`src/design/ppu_cfg.svh`:
```
`ifndef PPU_CFG_SVH
`define PPU_CFG_SVH

// Frame geometry, kept short so a simulation sees several frames
// Dots per line
`define PPU_DOTS_PER_LINE 16
// First dot of the horizontal blank on a visible line
`define PPU_HBLANK_DOT 12
// Lines with rendering
`define PPU_VISIBLE_LINES 6
// Idle line between render and vblank
`define PPU_POST_LINES 1
// Lines in vertical blank
`define PPU_VBLANK_LINES 3

// CPU register window, mirrored every 8 bytes
`define PPU_REG_BASE 16'h2000
`define PPU_REG_TOP 16'h3FFF

// NMI enable in the control register
`define PPU_NMI_BIT 7

`endif

```
`src/design/ppu_pkg.sv`:
```
package ppu_pkg;

	// Frame phase code seen by the status latch
	typedef enum logic [2:0] {
		ps_idle    = 3'd0,
		ps_restart = 3'd1,
		ps_render  = 3'd2,
		ps_hblank  = 3'd3,
		ps_post    = 3'd4,
		ps_vblank  = 3'd5,
		ps_vwait   = 3'd6
	} ppu_state_e;

	// Register select, taken from the low three address bits
	typedef enum logic [2:0] {
		rs_ctrl     = 3'd0,
		rs_mask     = 3'd1,
		rs_status   = 3'd2,
		rs_oam_addr = 3'd3,
		rs_oam_data = 3'd4,
		rs_scroll   = 3'd5,
		rs_addr     = 3'd6,
		rs_data     = 3'd7
	} reg_sel_e;

endpackage

```
`src/design/ppu_reg_decode.sv`:
```
`include "ppu_cfg.svh"

module ppu_reg_decode (
	input  logic               clk,
	input  logic               rst,
	input  logic [15:0]        cpu_addr,
	input  logic               cpu_rd,
	input  logic               cpu_wr,
	input  logic [7:0]         cpu_wdata,
	output logic               acc_rd,
	output logic               acc_wr,
	output ppu_pkg::reg_sel_e  acc_sel,
	output logic [7:0]         acc_wdata
);
	import ppu_pkg::*;

	logic     in_window;
	reg_sel_e sel_nxt;

	// Address falls inside the PPU register window
	assign in_window = (cpu_addr >= `PPU_REG_BASE) && (cpu_addr <= `PPU_REG_TOP);

	// Only the low three bits pick the register
	// so the window repeats every 8 bytes
	assign sel_nxt = reg_sel_e'(cpu_addr[2:0]);

	// Access strobes, dropped outside the window
	always_ff @(posedge clk or negedge rst) begin
		if (!rst) begin
			acc_rd <= 1'b0;
			acc_wr <= 1'b0;
		end else begin
			acc_rd <= cpu_rd & in_window;
			acc_wr <= cpu_wr & in_window;
		end
	end

	// Select and write data ride along with the strobes
	// Only meaningful while a strobe is high
	always_ff @(posedge clk) begin
		acc_sel   <= sel_nxt;
		acc_wdata <= cpu_wdata;
	end

endmodule

```
`src/design/ppu_frame_seq.sv`:
```
`include "ppu_cfg.svh"

module ppu_frame_seq (
	input  logic                clk,
	input  logic                rst,
	output ppu_pkg::ppu_state_e ppu_state
);
	import ppu_pkg::*;

	localparam int DOTS     = `PPU_DOTS_PER_LINE;
	localparam int HBL_DOT  = `PPU_HBLANK_DOT;
	localparam int VIS      = `PPU_VISIBLE_LINES;
	localparam int POST     = `PPU_POST_LINES;
	localparam int LINES    = VIS + POST + `PPU_VBLANK_LINES;
	localparam int DOT_W    = $clog2(DOTS);
	localparam int LINE_W   = $clog2(LINES);

	logic [DOT_W-1:0]  dot_cnt;
	logic [DOT_W-1:0]  dot_nxt;
	logic [LINE_W-1:0] line_cnt;
	logic [LINE_W-1:0] line_nxt;
	ppu_state_e        state_nxt;

	// Position of the next cycle
	// Held at the origin while idle, so the first step lands on restart
	always_comb begin
		dot_nxt  = dot_cnt;
		line_nxt = line_cnt;
		if (ppu_state != ps_idle) begin
			if (dot_cnt == DOT_W'(DOTS - 1)) begin
				dot_nxt = '0;
				// Wrap to line 0 at end of frame
				if (line_cnt == LINE_W'(LINES - 1)) begin
					line_nxt = '0;
				end else begin
					line_nxt = line_cnt + LINE_W'(1);
				end
			end else begin
				dot_nxt = dot_cnt + DOT_W'(1);
			end
		end
	end

	// Phase for the next position
	always_comb begin
		if (dot_nxt == '0 && line_nxt == '0) begin
			// Single cycle marker at frame start
			state_nxt = ps_restart;
		end else if (line_nxt < LINE_W'(VIS)) begin
			// Visible line, tail is hblank
			state_nxt = (dot_nxt < DOT_W'(HBL_DOT)) ? ps_render : ps_hblank;
		end else if (line_nxt < LINE_W'(VIS + POST)) begin
			state_nxt = ps_post;
		end else if (line_nxt == LINE_W'(VIS + POST) && dot_nxt == '0) begin
			// Single cycle marker entering vblank
			state_nxt = ps_vblank;
		end else begin
			state_nxt = ps_vwait;
		end
	end

	always_ff @(posedge clk or negedge rst) begin
		if (!rst) begin
			dot_cnt   <= '0;
			line_cnt  <= '0;
			ppu_state <= ps_idle;
		end else begin
			dot_cnt   <= dot_nxt;
			line_cnt  <= line_nxt;
			ppu_state <= state_nxt;
		end
	end

endmodule

```
`src/design/ppu_status_latch.sv`:
```
module ppu_status_latch (
	input  logic                clk,
	input  logic                rst,
	input  logic                sprite_0_hit,
	input  logic                sprite_overflow,
	input  ppu_pkg::ppu_state_e ppu_state,
	input  logic                status_rd,
	output logic [2:0]          status_flags
);
	import ppu_pkg::*;

	logic       vblank_flag;
	logic [1:0] spr_in;
	logic [1:0] spr_flag;

	// Bit 1 is sprite 0 hit, bit 0 is overflow
	assign spr_in = {sprite_0_hit, sprite_overflow};

	// Ordered vblank, hit, overflow
	assign status_flags = {vblank_flag, spr_flag};

	// Sprite flags
	// Set by their input while clear, cleared at restart while set
	always_ff @(posedge clk or negedge rst) begin
		if (!rst) begin
			spr_flag <= 2'b00;
		end else begin
			for (int i = 0; i < 2; i++) begin
				if (!spr_flag[i]) begin
					if (spr_in[i]) begin
						spr_flag[i] <= 1'b1;
					end
				end else if (ppu_state == ps_restart) begin
					spr_flag[i] <= 1'b0;
				end
			end
		end
	end

	// Vblank flag
	// Set entering vblank, cleared at restart or by a status read
	always_ff @(posedge clk or negedge rst) begin
		if (!rst) begin
			vblank_flag <= 1'b0;
		end else begin
			if (!vblank_flag) begin
				if (ppu_state == ps_vblank) begin
					vblank_flag <= 1'b1;
				end
			end else if (ppu_state == ps_restart || status_rd) begin
				// Clears on the same edge that captures the read byte
				vblank_flag <= 1'b0;
			end
		end
	end

endmodule

```
`src/design/ppu_ctrl_regs.sv`:
```
`include "ppu_cfg.svh"

module ppu_ctrl_regs (
	input  logic              clk,
	input  logic              rst,
	input  logic              acc_rd,
	input  logic              acc_wr,
	input  ppu_pkg::reg_sel_e acc_sel,
	input  logic [7:0]        acc_wdata,
	input  logic [2:0]        status_flags,
	output logic              status_rd,
	output logic [7:0]        ppu_ctrl,
	output logic [7:0]        ppu_mask,
	output logic [7:0]        cpu_rdata,
	output logic              nmi
);
	import ppu_pkg::*;

	logic [7:0] rd_byte;

	// Read of $2002, tells the latch to drop vblank
	assign status_rd = acc_rd && (acc_sel == rs_status);

	// Flags in the top three bits, low five read as zero
	// Every other register reads zero
	assign rd_byte = (acc_sel == rs_status) ? {status_flags, 5'b00000} : 8'h00;

	// NMI follows vblank while enabled
	assign nmi = status_flags[2] & ppu_ctrl[`PPU_NMI_BIT];

	// Control and mask writes, other selects ignored
	always_ff @(posedge clk or negedge rst) begin
		if (!rst) begin
			ppu_ctrl <= 8'h00;
			ppu_mask <= 8'h00;
		end else if (acc_wr) begin
			case (acc_sel)
				rs_ctrl: ppu_ctrl <= acc_wdata;
				rs_mask: ppu_mask <= acc_wdata;
				default: ;
			endcase
		end
	end

	// Read data register
	// holds the last read byte between reads
	always_ff @(posedge clk or negedge rst) begin
		if (!rst) begin
			cpu_rdata <= 8'h00;
		end else if (acc_rd) begin
			cpu_rdata <= rd_byte;
		end
	end

endmodule

```
`src/design/ppu_regs_top.sv`:
```
module ppu_regs_top (
	input  logic                clk,
	input  logic                rst,
	input  logic [15:0]         cpu_addr,
	input  logic                cpu_rd,
	input  logic                cpu_wr,
	input  logic [7:0]          cpu_wdata,
	input  logic                sprite_0_hit,
	input  logic                sprite_overflow,
	output logic [7:0]          cpu_rdata,
	output logic [7:0]          ppu_ctrl,
	output logic [7:0]          ppu_mask,
	output logic                nmi,
	output ppu_pkg::ppu_state_e ppu_state
);
	import ppu_pkg::*;

	// Decoded access
	logic       acc_rd;
	logic       acc_wr;
	reg_sel_e   acc_sel;
	logic [7:0] acc_wdata;

	// Between control registers and status latch
	logic       status_rd;
	logic [2:0] status_flags;

	// CPU access decode, first pipeline stage
	ppu_reg_decode decode_i (
		.clk       (clk),
		.rst       (rst),
		.cpu_addr  (cpu_addr),
		.cpu_rd    (cpu_rd),
		.cpu_wr    (cpu_wr),
		.cpu_wdata (cpu_wdata),
		.acc_rd    (acc_rd),
		.acc_wr    (acc_wr),
		.acc_sel   (acc_sel),
		.acc_wdata (acc_wdata)
	);

	// Frame phase generator
	ppu_frame_seq frame_seq_i (
		.clk       (clk),
		.rst       (rst),
		.ppu_state (ppu_state)
	);

	// $2002 flags
	ppu_status_latch status_latch_i (
		.clk             (clk),
		.rst             (rst),
		.sprite_0_hit    (sprite_0_hit),
		.sprite_overflow (sprite_overflow),
		.ppu_state       (ppu_state),
		.status_rd       (status_rd),
		.status_flags    (status_flags)
	);

	// Control, mask, read data and NMI
	ppu_ctrl_regs ctrl_regs_i (
		.clk          (clk),
		.rst          (rst),
		.acc_rd       (acc_rd),
		.acc_wr       (acc_wr),
		.acc_sel      (acc_sel),
		.acc_wdata    (acc_wdata),
		.status_flags (status_flags),
		.status_rd    (status_rd),
		.ppu_ctrl     (ppu_ctrl),
		.ppu_mask     (ppu_mask),
		.cpu_rdata    (cpu_rdata),
		.nmi          (nmi)
	);

endmodule

```
`config.mk`:
```
export PLATFORM = sky130hd
export DESIGN_NAME = ppu_regs_top
export DESIGN_NICKNAME = d
export VERILOG_FILES = /design/src/design/ppu_pkg.sv /design/src/design/ppu_reg_decode.sv /design/src/design/ppu_frame_seq.sv /design/src/design/ppu_status_latch.sv /design/src/design/ppu_ctrl_regs.sv /design/src/design/ppu_regs_top.sv
export VERILOG_INCLUDE_DIRS = /design/src /design/src/design
export SDC_FILE = /design/constraint.sdc
export NUM_CORES = 1
export LEC_CHECK = 0
export ABC_AREA = 1
export ABC_CLOCK_PERIOD_IN_PS = 1900
export BUFFER_PORTS_ARGS = -buffer_cell sky130_fd_sc_hd__buf_2
export CAP_MARGIN = 10
export CORE_ASPECT_RATIO = 0.8
export CORE_MARGIN = 2
export CORE_UTILIZATION = 50
export CTS_CLUSTER_SIZE = 28
export DETAILED_ROUTE_END_ITERATION = 10
export PLACE_DENSITY_LB_ADDON = 0.2
export SLEW_MARGIN = 20
export SYNTH_ARGS = -nofsm -noshare
export SYNTH_HDL_FRONTEND = slang
export SYNTH_SLANG_ARGS = --single-unit
```
`constraint.sdc`:
```
create_clock -name clk -period 1.9 [get_ports clk]
set_input_delay 0.19 -clock clk [delete_from_list [all_inputs] [get_ports clk]]
set_output_delay 0.19 -clock clk [all_outputs]
set_load 0.01 [all_outputs]
```
Yosys cells after proc, flatten, opt, wreduce, memory -nomap -nowiden
Index checks and enable logic that the tools add are counted.
- $add $sub $neg: 2
- multiply operators: 0
- div/mod/pow operators: 0
- $lt $le $gt $ge: 5
- eq/ne operators: 7
- shift operators: 0
- muxes and demuxes: 19
- bitwise gates (word level): 3
- reduce and logical (&&, ||, !) cells: 11
- operators with widths (cell ; number):
    4-bit 2-to-1 mux ; 5
    16-bit by 14-bit >= comparator with 1-bit output (second input constant) ; 1
    16-bit by 14-bit less-or-equal comparator with 1-bit output (second input constant) ; 1
    1-bit 2-to-1 mux ; 9
    3-bit 2-to-1 mux ; 3
    4-bit by 1-bit adder with 4-bit output (second input constant) ; 2
    4-bit equality test (second input constant) ; 2
    4-bit zero test ; 2
    4-bit by 3-bit < comparator with 1-bit output (second input constant) ; 2
    8-bit 2-to-1 mux ; 1
    3-bit by 1-bit equality test with 1-bit output (second input constant) ; 2
    4-bit by 3-bit equality test with 1-bit output (second input constant) ; 1
    1-bit logical AND ; 4
    4-bit < comparator (second input constant) ; 1
    2-bit AND reduction ; 2
    1-bit AND ; 3
    3-bit by 2-bit equality test with 1-bit output (second input constant) ; 1
    3-bit equality test (second input constant) ; 1
    3-bit zero test ; 1
    3-bit nonzero test ; 1
    2-bit 2-to-1 mux ; 1
    1-bit logical OR ; 1
- bits in registers: 51
- bits in latches: 0
- bits in writable memories: 0
- bits in read-only memories: 0
- bits of input ports: 30
- output and inout bits: 28
- logic and storage cells: 59
- memories: 0

Longest topological paths before layout
Gate-level depths: netlist of the first run.
- word-level depth: 10
- gate-level depth with buffers: 12
- mapped depth without buffers: 12

Hierarchy
A second synthesis of the first run with hierarchy kept.
- cells, all modules: 216
- area total of the unflattened synthesis: 2010.7 µm²
- modules (own cells, without submodules) (module ; instances ; cells an instance ; area each (µm²) ; seq. area each (µm²)):
    ppu_ctrl_regs ; 1 ; 95 ; 862.1 ; 475.5
    ppu_frame_seq ; 1 ; 83 ; 709.4 ; 275.3
    ppu_reg_decode ; 1 ; 19 ; 292.8 ; 270.3
    ppu_status_latch ; 1 ; 19 ; 146.4 ; 75.1

Worst setup path before layout of the first run
Ideal clock, no wire load.
- kind: register to register
- start: reg frame_seq_i.dot_cnt[0]
- end: reg frame_seq_i.ppu_state[1]
- library setup time: 113 ps
- data arrival time: 1276 ps
- required time: 1787 ps
- path slack: 511 ps
- cell stages (with the launch flop): 11
- buffers on the path: 0
- clock period less this slack: 1389 ps
- cells stage by stage: dfrtp_1 > ha_1 > nand2_1 > nor2_4 > nand3_1 > nand2_1 > nand3_1 > nor2_2 > nand2_2 > nand2_1 > inv_1
- cells in the longest elaborated chain, start to end: 9
- elaborated cells between the ends (all ways): 17
- those cells by class: add/sub: 1; order compare: 2; eq/ne: 2; mux: 8; reduce/logical: 4
- ends and longest elaborated chain (element ; line ; source):
    start: declaration ; ppu_frame_seq.sv:18 ; logic [DOT_W-1:0] dot_cnt;
    start signal: assignment ; ppu_frame_seq.sv:68 ; dot_cnt <= dot_nxt;
    4-bit by 1-bit adder with 4-bit output or 4-bit equality test (tied branches) ; ppu_frame_seq.sv:39, ppu_frame_seq.sv:30 ;
    4-bit 2-to-1 mux ; ppu_frame_seq.sv:30 ; if (dot_cnt == DOT_W'(DOTS - 1)) begin
    4-bit 2-to-1 mux ; ppu_frame_seq.sv:29 ; if (ppu_state != ps_idle) begin
    4-bit zero test or 4-bit by 3-bit equality test with 1-bit output (tied branches) ; ppu_frame_seq.sv:46, ppu_frame_seq.sv:54 ;
    1-bit logical AND ; ppu_frame_seq.sv:54 ; end else if (line_nxt == LINE_W'(VIS + POST) && dot_nxt == '0) begin
    2-bit 2-to-1 mux ; ppu_frame_seq.sv:54 ;
    3-bit 2-to-1 mux ; ppu_frame_seq.sv:52 ; end else if (line_nxt < LINE_W'(VIS + POST)) begin
    3-bit 2-to-1 mux ; ppu_frame_seq.sv:49 ; end else if (line_nxt < LINE_W'(VIS)) begin
    3-bit 2-to-1 mux (*) ; ppu_frame_seq.sv:46 ; if (dot_nxt == '0 && line_nxt == '0) begin
    net frame_seq_i.state_nxt[1] ; ppu_frame_seq.sv:22 ; ppu_state_e state_nxt;
    end signal: assignment ; ppu_frame_seq.sv:66 ; ppu_state <= ps_idle;
    end signal: assignment ; ppu_frame_seq.sv:70 ; ppu_state <= state_nxt;
    end: declaration ; ppu_frame_seq.sv:6 ; output ppu_pkg::ppu_state_e ppu_state
Mark *: on every way through the listed nets, which the timed path passes. The rest lies on a longest branch.
A chain may end at the register's enable or synchronous reset.

Final worst setup path of the first run
- start: reg frame_seq_i.dot_cnt[1]
- end: reg frame_seq_i.ppu_state[1]
The elaborated chain is that of the path after synthesis.

==> metrics.yaml, run 1 <==
grt:
  grt_pass1_wl_um: 5640
  antenna_found_initial: 0
  track_usage_pct: 17.9
  overflow: 0
  grt_max_degree: 36
  grt_pass1_vias: 1269
clock_network:
  cts_buffers: 5
  htree_num_levels: 2
  cts_buffer_depth: 2
  cts.sinks: 46
  worst_skew_pair.late_latency_ns: 0.30
  cts_tree: "done"
  clk_pin_slew_ns: 0.08
  cts_root_buffer: "clkbuf_8"
  cts_resized: 0
worst_setup_path:
  crit_slowest_cell: "dfrtp_1"
  crit_arrival_ns: 1.76
  crit_path_end_kind: "flip-flop"
  path_depth: 10
  startpoint_type: "flip-flop"
  ff2ff_path_depth: 10
  path_buf_inv: 1
  crit_type: "reg2reg"
  cp.required_ns: 2.10
  path_cells: "ha_1, nand3_1, a21oi_1, nand3_1, nand2_2, nand2_2, nor2_2, nand2_2, nand2_1, inv_1"
  cp_max_fo: 5
  critical-path-max-stage-delay_ns: 0.39
  path_delay_family: "simple AND/OR/NAND/NOR gates"
  cpMostUsedCell: "nand2_2"
  ff2ff_setup_slack_ns: 0.34
sta:
  max_freq_mhz: 641
  worst_pin_slew_ns: 0.759
  rsz0062_at_grt: "false"
  setup_ws_ns: 0.339
  finClkSkew_ns: 0.00382
  tns_ns: 0
  final.period_utilization_pct: 82.2
  slew_headroom_pct: 49.4
  setup_viol: 0
  finalHoldViolCount: 0
  maxSlewViolCount: 0
  min_period_ns: 1.56
layout:
  area_delta_synth_final_pct: 24.8
  final_common_cell: "nand2_1"
  fin_cells: 307
  design_area_um2: 2310
  finalNetCount: 295
  fin_util_pct: 66.0
  antenna_cells: 0
  final_cell_mix: "46 x nand2_1, 42 x buf_2, 35 x dfrtp_1, 29 x inv_1, 20 x o21ai_0"
  drive_gt1_share_pct: 26.8
yosys:
  ys_seq_area_share_pct: 59.3
  yosys_warnings: 0
  synth-seq-cells: 46
  synthDistinctLibCells: 19
  syn_area_um2: 1850
  syn_inst: 206
  synth_area_per_cell_um2: 8.97
route:
  drt_first_pass_iters: 4
  vias_per_cell: 4.57
  wl_met2_um: 1380
  routed_wirelength_um: 3320
  drtIter0Drc: 84
  num_vias: 1402
  highest_layer: "met4"
  wl_per_cell_um: 10.8
  ant_nets: 0
  dr_wl_met3_um: 188
  drc: 0
  wl_met1_um: 1690
worst_hold_path:
  hold_path_depth: 3
  min_path_type: "in2reg"
floorplan:
  fp.dieH_um: 58.4
  initial_core_util_pct: 52.9
  dieArea_um2: 4200
  core_um2: 3490
  die_w_um: 72.0
  io_pins: 58
  rows: 19
run:
  maxCapViolations: 0
pwr:
  p_per_area_nw_per_um2: 820
  peakVddDrop_mv: 0.756
  leakagePower_nw: 1.26
placement:
  io_buffers: 42
  place.gp.congestion: 0.808
  dp_slack_ns: 0.360
  dp_hpwl_um: 2280
  dpl.cell_count: 287
  place_area_um2: 2080
run_status:
  outcome: "finished, final reports clean"
-- Yosys cell counts --
cell	n	area, um2
ha_1	1	12.5
a21oi_1	3	15.0
nor2_2	3	18.8
conb_1	1	3.75
inv_2	4	15.0
nor2_1	13	48.8
nand2_1	46	173
inv_1	29	109
clkbuf_1	2	7.51
dfxtp_1	11	220
nand3_2	3	30.0
dfrtp_1	35	876
buf_4	5	37.5
nand2_2	8	50.1
nor2_4	2	22.5
nand2_4	1	11.3
o21ai_0	20	100
nand3_1	17	85.1
a31oi_1	2	12.5
-- timing repair --
action / 4_1_cts / 5_1_grt
hold buffers: 12 / 0
setup buffers: 0 / 0
hold endpoints to repair: 46 / 0
-- cell families after synthesis --
group / count (synthesis) / synth area share, %
buffers and inverters: 40 / 9.14
other: 1 / 0.203
AND/OR/NAND/NOR: 93 / 23.8
AO/OA/AOI/OAI: 25 / 6.91
flip-flops: 46 / 59.3
adder cells (fa/ha/maj): 1 / 0.677
-- sequential cells by signal, summed over array words and instances (netlist names) --
register	flops
decode_i.acc_rd	1
frame_seq_i.dot_cnt	4
frame_seq_i.line_cnt	4
decode_i.acc_wr	1
frame_seq_i.ppu_state	3
status_latch_i.spr_flag	2
decode_i.acc_sel	3
decode_i.acc_wdata	8
ctrl_regs_i.cpu_rdata	3
ctrl_regs_i.ppu_ctrl	8
ctrl_regs_i.ppu_mask	8
status_latch_i.vblank_flag	1
-- path summary, 6_finish.rpt --
| check | startpoint | end |
|---|---|---|
| setup / recovery | frame_seq_i.dot_cnt[1] | frame_seq_i.ppu_state[1] |
| hold / removal | cpu_wr | decode_i.acc_wr |
| setup reg to reg | frame_seq_i.dot_cnt[1] | frame_seq_i.ppu_state[1] |
| hold reg to reg | decode_i.acc_wdata[6] | ctrl_regs_i.ppu_mask[6] |
| max in group asynchronous | rst | frame_seq_i.dot_cnt[3] |
| min in group asynchronous | rst | ctrl_regs_i.ppu_ctrl[0] |
-- metrics by stage --
step | hold slack, ns | power [mW]
5_1_grt | 0.0882 | 2.00
4_1_cts | 0.0859 | 1.92
3_3_place_gp | 0.292 | 1.24
6_report | 0.0953 | 1.89
3_5_place_dp | 0.294 | 1.25
2_1_floorplan | -0.106 | 1.16
-- worst reg2reg max path: stages (launching register included) --
cell and delay (ns):
dfrtp_1 0.39, ha_1 0.22, nand3_1 0.11, a21oi_1 0.20, nand3_1 0.12, nand2_2 0.13, nand2_2 0.06, nor2_2 0.09
nand2_2 0.06, nand2_1 0.06, inv_1 0.03
-- per-layer routing --
layer | vias to the layer above | GRT usage, %
met5 | - | 0
met4 | 0 | 8.63
met3 | 7 | 4.79
met2 | 37 | 28.2
met1 | 615 | 23.4
li1 | 743 | -
-- power by group --
| part | leakage (nW) | internal, mW | switching [mW] | total [mW] |
|---|---|---|---|---|
| Sequential | 0.545 | 1.04 | 0.0308 | 1.07 |
| Combinational | 0.662 | 0.0828 | 0.0955 | 0.178 |
| Clock | 0.0544 | 0.333 | 0.313 | 0.646 |
| Total | 1.26 | 1.45 | 0.439 | 1.89 |
-- cell type report --
type,count,area [um2]
Inverter,33,124
Multi-Input combinational cell,124,598
Clock buffer,7,96.3
Clock inverter,1,8.76
Tap cell,42,52.6
Timing Repair Buffer,54,330
Fill cell,297,1190
Sequential cell,46,1100
No activity file was read; power rests on OpenSTA's default activity.
==> run 2, diff against run 1 <==
--- a/config.mk
+++ b/config.mk
@@ -7,12 +7,12 @@
 export NUM_CORES = 1
 export LEC_CHECK = 0
 export ABC_AREA = 1
-export ABC_CLOCK_PERIOD_IN_PS = 1900
+export ABC_CLOCK_PERIOD_IN_PS = 1400
 export BUFFER_PORTS_ARGS = -buffer_cell sky130_fd_sc_hd__buf_2
 export CAP_MARGIN = 10
 export CORE_ASPECT_RATIO = 0.8
 export CORE_MARGIN = 2
-export CORE_UTILIZATION = 50
+export CORE_UTILIZATION = 45
 export CTS_CLUSTER_SIZE = 28
 export DETAILED_ROUTE_END_ITERATION = 10
 export PLACE_DENSITY_LB_ADDON = 0.2
==> constraint.sdc (replaced) <==
create_clock -name clk -period 1.4 [get_ports clk]
set_input_delay 0.14 -clock clk [delete_from_list [all_inputs] [get_ports clk]]
set_output_delay 0.14 -clock clk [all_outputs]
set_load 0.01 [all_outputs]
==> metrics.yaml, run 2 (synthesis results as in run 1) <==
worst_hold_path:
  min_path_type: "in2reg"
pwr:
  p_comb_share_pct: 9.7  # +0.3 points
  peakVddDrop_mv: 0.771  # +2.0%
  clockPowerShare_pct: 32.3  # -1.9 points
  finalPower_mw: 2.49  # +32%
  swShare_pct: 23.0  # -0.25 points
  power.switching_mw: 0.572  # +30%
  leakagePower_nw: 1.35  # +7.1%
  seqPwrFrac_pct: 58.0  # +1.6 points
  p_per_area_nw_per_um2: 985  # +20%
  p_int_mw: 1.92  # +32%
floorplan:
  fp.dieH_um: 61.3  # +5.0%
  io_pins: 58  # unchanged
  core_um2: 3880  # +11%
  rows: 20  # +1
  dieArea_um2: 4640  # +10%
  die_w_um: 75.6  # +5.1%
  initial_core_util_pct: 47.6  # -5.2 points
clock_network:
  clk_pin_slew_ns: 0.08  # about the same
  cts_tree: "done"
  cts_buffers: 5  # unchanged
  cts.sinks: 46  # unchanged
  htree_num_levels: 2  # unchanged
  worst_skew_pair.late_latency_ns: 0.29  # about the same
  cts_root_buffer: "clkbuf_8"
  cts_buffer_depth: 2  # unchanged
layout:
  antenna_cells: 0  # unchanged
  seqCellArea_um2: 1100  # unchanged
  fin_cells: 340  # +11%
  finalNetCount: 315  # +6.8%
  final_common_cell: "buf_2"
  area_delta_synth_final_pct: 36.8
  multi_input_area_um2: 662  # +11%
  filler_cell_count: 337  # +13%
  drive_gt1_share_pct: 36.1  # +9.3 points
  reg_top3: "ctrl_regs_i.ppu_ctrl: 8 flops, ctrl_regs_i.ppu_mask: 8 flops, decode_i.acc_wdata: 8 flops"
  final_cell_mix: "42 x buf_2, 41 x nand2_1, 35 x dfrtp_1, 28 x inv_1, 20 x o21ai_0"
run:
  maxCapViolations: 0  # unchanged
grt:
  grt_pass1_vias: 1374  # +8.3%
  grt_max_degree: 36  # unchanged
  track_usage_pct: 17.3  # -0.59 points
  overflow: 0  # unchanged
  antenna_found_initial: 0  # unchanged
  grt_pass1_wl_um: 5950  # +5.5%
route:
  num_vias: 1513  # +7.9%
  vias_per_cell: 4.45  # -2.6%
  drt_first_pass_iters: 4  # unchanged
  drtIter0Drc: 92  # +9.5%
  ant_nets: 0  # unchanged
  wl_per_cell_um: 10.6  # -1.8%
  drc: 0  # unchanged
  routed_wirelength_um: 3610  # +8.8%
placement:
  dp_hpwl_um: 2480  # +8.5%
  dpl.cell_count: 316  # +10%
  io_buffers: 42  # unchanged
  place.gp.congestion: 0.782  # -3.3%
sta:
  final.period_utilization_pct: 106  # +24 points
  min_period_ns: 1.48  # -0.0785 ns
  rsz0062_at_grt: "true"
  finalHoldViolCount: 0  # unchanged
  max_freq_mhz: 674  # +5.3%
  tns_ns: -0.148  # -0.148 ns
  maxSlewViolCount: 0  # unchanged
  finClkSkew_ns: 0.00880  # +0.00497 ns
  setup_ws_ns: -0.0826  # -0.422 ns
  setup_viol: 3  # +3
worst_setup_path:
  crit_path_end_kind: "flip-flop"
  cp_max_fo: 4  # -1
  startpoint_type: "flip-flop"
  crit_arrival_ns: 1.68  # -0.08 ns
  crit_type: "reg2reg"
  cp.required_ns: 1.59  # -0.51 ns
run_status:
  violations: "negative setup slack"
  outcome: "finished, violations left"
## run 2: cell types whose count changed in the layout (fill, tap and decap cells not counted), moves of 2 or more
cell     before  now
nand3_2       3    6
nand2_2       8   10
nand2_1      46   41
buf_4         0   19
nand2_4       1    4
nand3_1      17   14
nor2_2        3    5
nor2_1       13   11
## run 2: final timing paths
path / start / end / slack (ns) / cells past startpoint
worst max-delay path: frame_seq_i.dot_cnt[1] / frame_seq_i.ppu_state[1] / -0.08 / 10
worst min-delay path: cpu_wr / decode_i.acc_wr / 0.05 / 3
worst max register to register: frame_seq_i.dot_cnt[1] / frame_seq_i.ppu_state[1] / -0.08 / 10
worst min register to register: decode_i.acc_wdata[1] / ctrl_regs_i.ppu_ctrl[1] / 0.46 / 2
max in group asynchronous: rst / frame_seq_i.line_cnt[2] / 0.69 / 3
min in group asynchronous: rst / decode_i.acc_wr / 0.40 / 3
## run 2: cell type report
| cell class | instances | share of cell area (%) |
|---|---|---|
| clock buffers | 7 | 3.41 |
| repair buffers | 74 | 19.1 |
| flip-flops and latches | 46 | 43.3 |
| well taps | 55 | 2.72 |
| clock inverters | 1 | 0.198 |
| multi-input cells | 124 | 26.2 |
| inverters | 33 | 5.00 |
## run 2: power by group through the flow
stage | Combinational [mW] | Sequential (mW) | Clock (mW)
after floorplan | 0.0731 | 1.50 | 0
after global placement | 0.216 | 1.47 | 0
after detailed placement | 0.223 | 1.47 | 0
after CTS | 0.248 | 1.44 | 0.826
after global routing | 0.278 | 1.45 | 0.895
final | 0.242 | 1.44 | 0.804
## run 2: through the flow
step,area (um2),hold slack (ns),setup WS (ns),util (%)
after global routing,2530,0.0358,-0.220,65.2
final,2530,0.0460,-0.0826,65.2
after detailed placement,2220,0.197,-0.118,57.2
after floorplan,1860,-0.156,0.0109,-
after CTS,2480,0.0399,-0.0808,63.8
after global placement,2220,0.197,-0.0686,57.2
## run 2: worst max-delay path: stages, from the launching register on
cell,delay [ns]
dfrtp_1,0.40
ha_4,0.17
nand2_2,0.06
nor2_4,0.16
nand3_2,0.11
nand2_1,0.12
nand3_1,0.11
nor2_2,0.11
nand2_2,0.06
nand2_1,0.06
inv_1,0.04
## run 2: layer usage
layer  GRT usage (%)  up-vias  part of all wire, %
li1                -      788                    -
met1            24.3      687                   50
met2            25.8       38                   45
met3            6.87        0                  5.1
met4            3.76        0                    0
met5               0        -                    0
## run 2: repair_timing
item,4_1_cts,5_1_grt
hold buffers,12,0
endpoints found under the hold margin,46,0
resized for setup,7,12
endpoints found under the setup margin,3,6
pin swaps,4,9
buffers inserted,3,1
==> run 3, diff against run 2 <==
--- a/config.mk
+++ b/config.mk
@@ -16,6 +16,7 @@
 export CTS_CLUSTER_SIZE = 28
 export DETAILED_ROUTE_END_ITERATION = 10
 export PLACE_DENSITY_LB_ADDON = 0.2
+export SKIP_CTS_REPAIR_TIMING = 1
 export SLEW_MARGIN = 20
 export SYNTH_ARGS = -nofsm -noshare
 export SYNTH_HDL_FRONTEND = slang
==> metrics.yaml, run 3 (synthesis results as in run 1) <==
clock_network:
  cts_tree: "done"
  cts.sinks: 46  # unchanged
  cts_buffer_depth: 2  # unchanged
  htree_num_levels: 2  # unchanged
  clk_pin_slew_ns: 0.08  # about the same
  cts_root_buffer: "clkbuf_8"
  cts_buffers: 5  # unchanged
  worst_skew_pair.late_latency_ns: 0.29  # about the same
sta:
  setup_ws_ns: -0.133  # -0.0503 ns
  rsz0062_at_grt: "true"
  max_freq_mhz: 652  # -3.3%
  finClkSkew_ns: 0.00851  # -0.000289 ns
  finalHoldViolCount: 0  # unchanged
  setup_viol: 4  # +1
  min_period_ns: 1.53  # +0.0503 ns
  tns_ns: -0.324  # -0.177 ns
  final.period_utilization_pct: 109  # +3.6 points
  maxSlewViolCount: 0  # unchanged
worst_setup_path:
  cp.required_ns: 1.59  # about the same
  crit_path_end_kind: "flip-flop"
  cp_max_fo: 4  # unchanged
  crit_arrival_ns: 1.73  # +0.05 ns
  crit_type: "reg2reg"
  startpoint_type: "flip-flop"
route:
  vias_per_cell: 4.41  # -0.93%
  wl_per_cell_um: 10.4  # -2.2%
  routed_wirelength_um: 3530  # -2.2%
  drt_first_pass_iters: 4  # unchanged
  ant_nets: 0  # unchanged
  drtIter0Drc: 56  # -39%
  drc: 0  # unchanged
  num_vias: 1499  # -0.93%
placement:
  io_buffers: 42  # unchanged
  dpl.cell_count: 316  # unchanged
  dp_hpwl_um: 2480  # unchanged
  place.gp.congestion: 0.782  # unchanged
  place_area_um2: 2220  # unchanged
floorplan:
  io_pins: 58  # unchanged
  core_um2: 3880  # unchanged
  fp.dieH_um: 61.3  # unchanged
  initial_core_util_pct: 47.6  # unchanged
  rows: 20  # unchanged
  dieArea_um2: 4640  # unchanged
  die_w_um: 75.6  # unchanged
run_status:
  outcome: "finished, violations left"
  violations: "negative setup slack"
grt:
  grt_max_degree: 36  # unchanged
  grt_pass1_wl_um: 5570  # -6.4%
  antenna_found_initial: 0  # unchanged
  grt_pass1_vias: 1293  # -5.9%
  track_usage_pct: 16.4  # -0.98 points
  overflow: 0  # unchanged
layout:
  final_common_cell: "nand2_1"
  reg_top3: "ctrl_regs_i.ppu_ctrl: 8 flops, ctrl_regs_i.ppu_mask: 8 flops, decode_i.acc_wdata: 8 flops"
  filler_cell_count: 351  # +4.2%
  final_cell_mix: "43 x nand2_1, 42 x buf_2, 35 x dfrtp_1, 29 x inv_1"
  antenna_cells: 0  # unchanged
  finalNetCount: 315  # unchanged
  fin_util_pct: 63.9  # -1.3 points
  area_delta_synth_final_pct: 34.1
  drive_gt1_share_pct: 33.3  # -2.8 points
  design_area_um2: 2480  # -2.0%
  fin_cells: 340  # unchanged
pwr:
  p_per_area_nw_per_um2: 1010  # +2.1%
  peakVddDrop_mv: 0.775  # +0.56%
  finalPower_mw: 2.49  # about the same
  leakagePower_nw: 1.35  # about the same
worst_hold_path:
  min_path_type: "in2reg"
run:
  maxCapViolations: 0  # unchanged
## run 3: cell types whose count changed in the layout (fill, tap and decap cells not counted), moves of 2 or more
cell / previous run / this run
nand3_1: 14 / 16
nand2_4: 4 / 2
nor2_1: 11 / 13
nand3_2: 6 / 4
nand2_1: 41 / 43
nor2_2: 5 / 3
## run 3: metrics by stage
stage / worst slack [ns] / hold WS (ns)
2_1_floorplan: 0.0109 / -0.156
3_3_place_gp: -0.0686 / 0.197
3_5_place_dp: -0.118 / 0.197
6_report: -0.133 / 0.0452
4_1_cts: -0.133 / -0.124
5_1_grt: -0.234 / 0.0358
## run 3: area by class of cell
| type | instances | area (um2) | share of cell area [%] |
|---|---|---|---|
| clock inverters | 1 | 5.00 | 0.202 |
| inverters | 33 | 124 | 5.00 |
| multi-input cells | 124 | 618 | 24.9 |
| well taps | 55 | 68.8 | 2.78 |
| clock buffers | 7 | 86.3 | 3.48 |
| repair buffers | 74 | 480 | 19.4 |
| flip-flops and latches | 46 | 1100 | 44.2 |
## run 3: worst max-delay path, cell delays in order (launching register included)
cell,delay (ns)
dfrtp_1,0.38
ha_2,0.21
nand2_2,0.06
nor2_4,0.17
nand3_1,0.12
nand2_1,0.11
nand3_1,0.11
nor2_2,0.13
nand2_2,0.06
nand2_1,0.06
inv_1,0.03
## run 3: routing by layer
| layer | vias to the layer above | GRT usage (%) | wire length (um) |
|---|---|---|---|
| li1 | 787 | - | - |
| met1 | 673 | 22.8 | 1770 |
| met2 | 39 | 23.9 | 1560 |
| met3 | 0 | 7.20 | 194 |
| met4 | 0 | 3.76 | 0 |
| met5 | - | 0 | 0 |
## run 3: report_power, final
| group | switching [mW] | leakage [nW] | total, mW | internal, mW |
|---|---|---|---|---|
| clock network | 0.407 | 0.0482 | 0.805 | 0.398 |
| registers | 0.0383 | 0.545 | 1.44 | 1.41 |
| logic | 0.129 | 0.758 | 0.243 | 0.114 |
## run 3: path summary, 6_finish.rpt
kind,from,end,slack (ns),depth (start not counted)
min,cpu_wr,decode_i.acc_wr,0.05,3
min reg2reg,decode_i.acc_wdata[1],ctrl_regs_i.ppu_ctrl[1],0.47,2
min in group asynchronous,rst,decode_i.acc_wr,0.40,3
max in group asynchronous,rst,frame_seq_i.line_cnt[2],0.69,3
max reg2reg,frame_seq_i.dot_cnt[0],frame_seq_i.ppu_state[1],-0.13,10
max,frame_seq_i.dot_cnt[0],frame_seq_i.ppu_state[1],-0.13,10
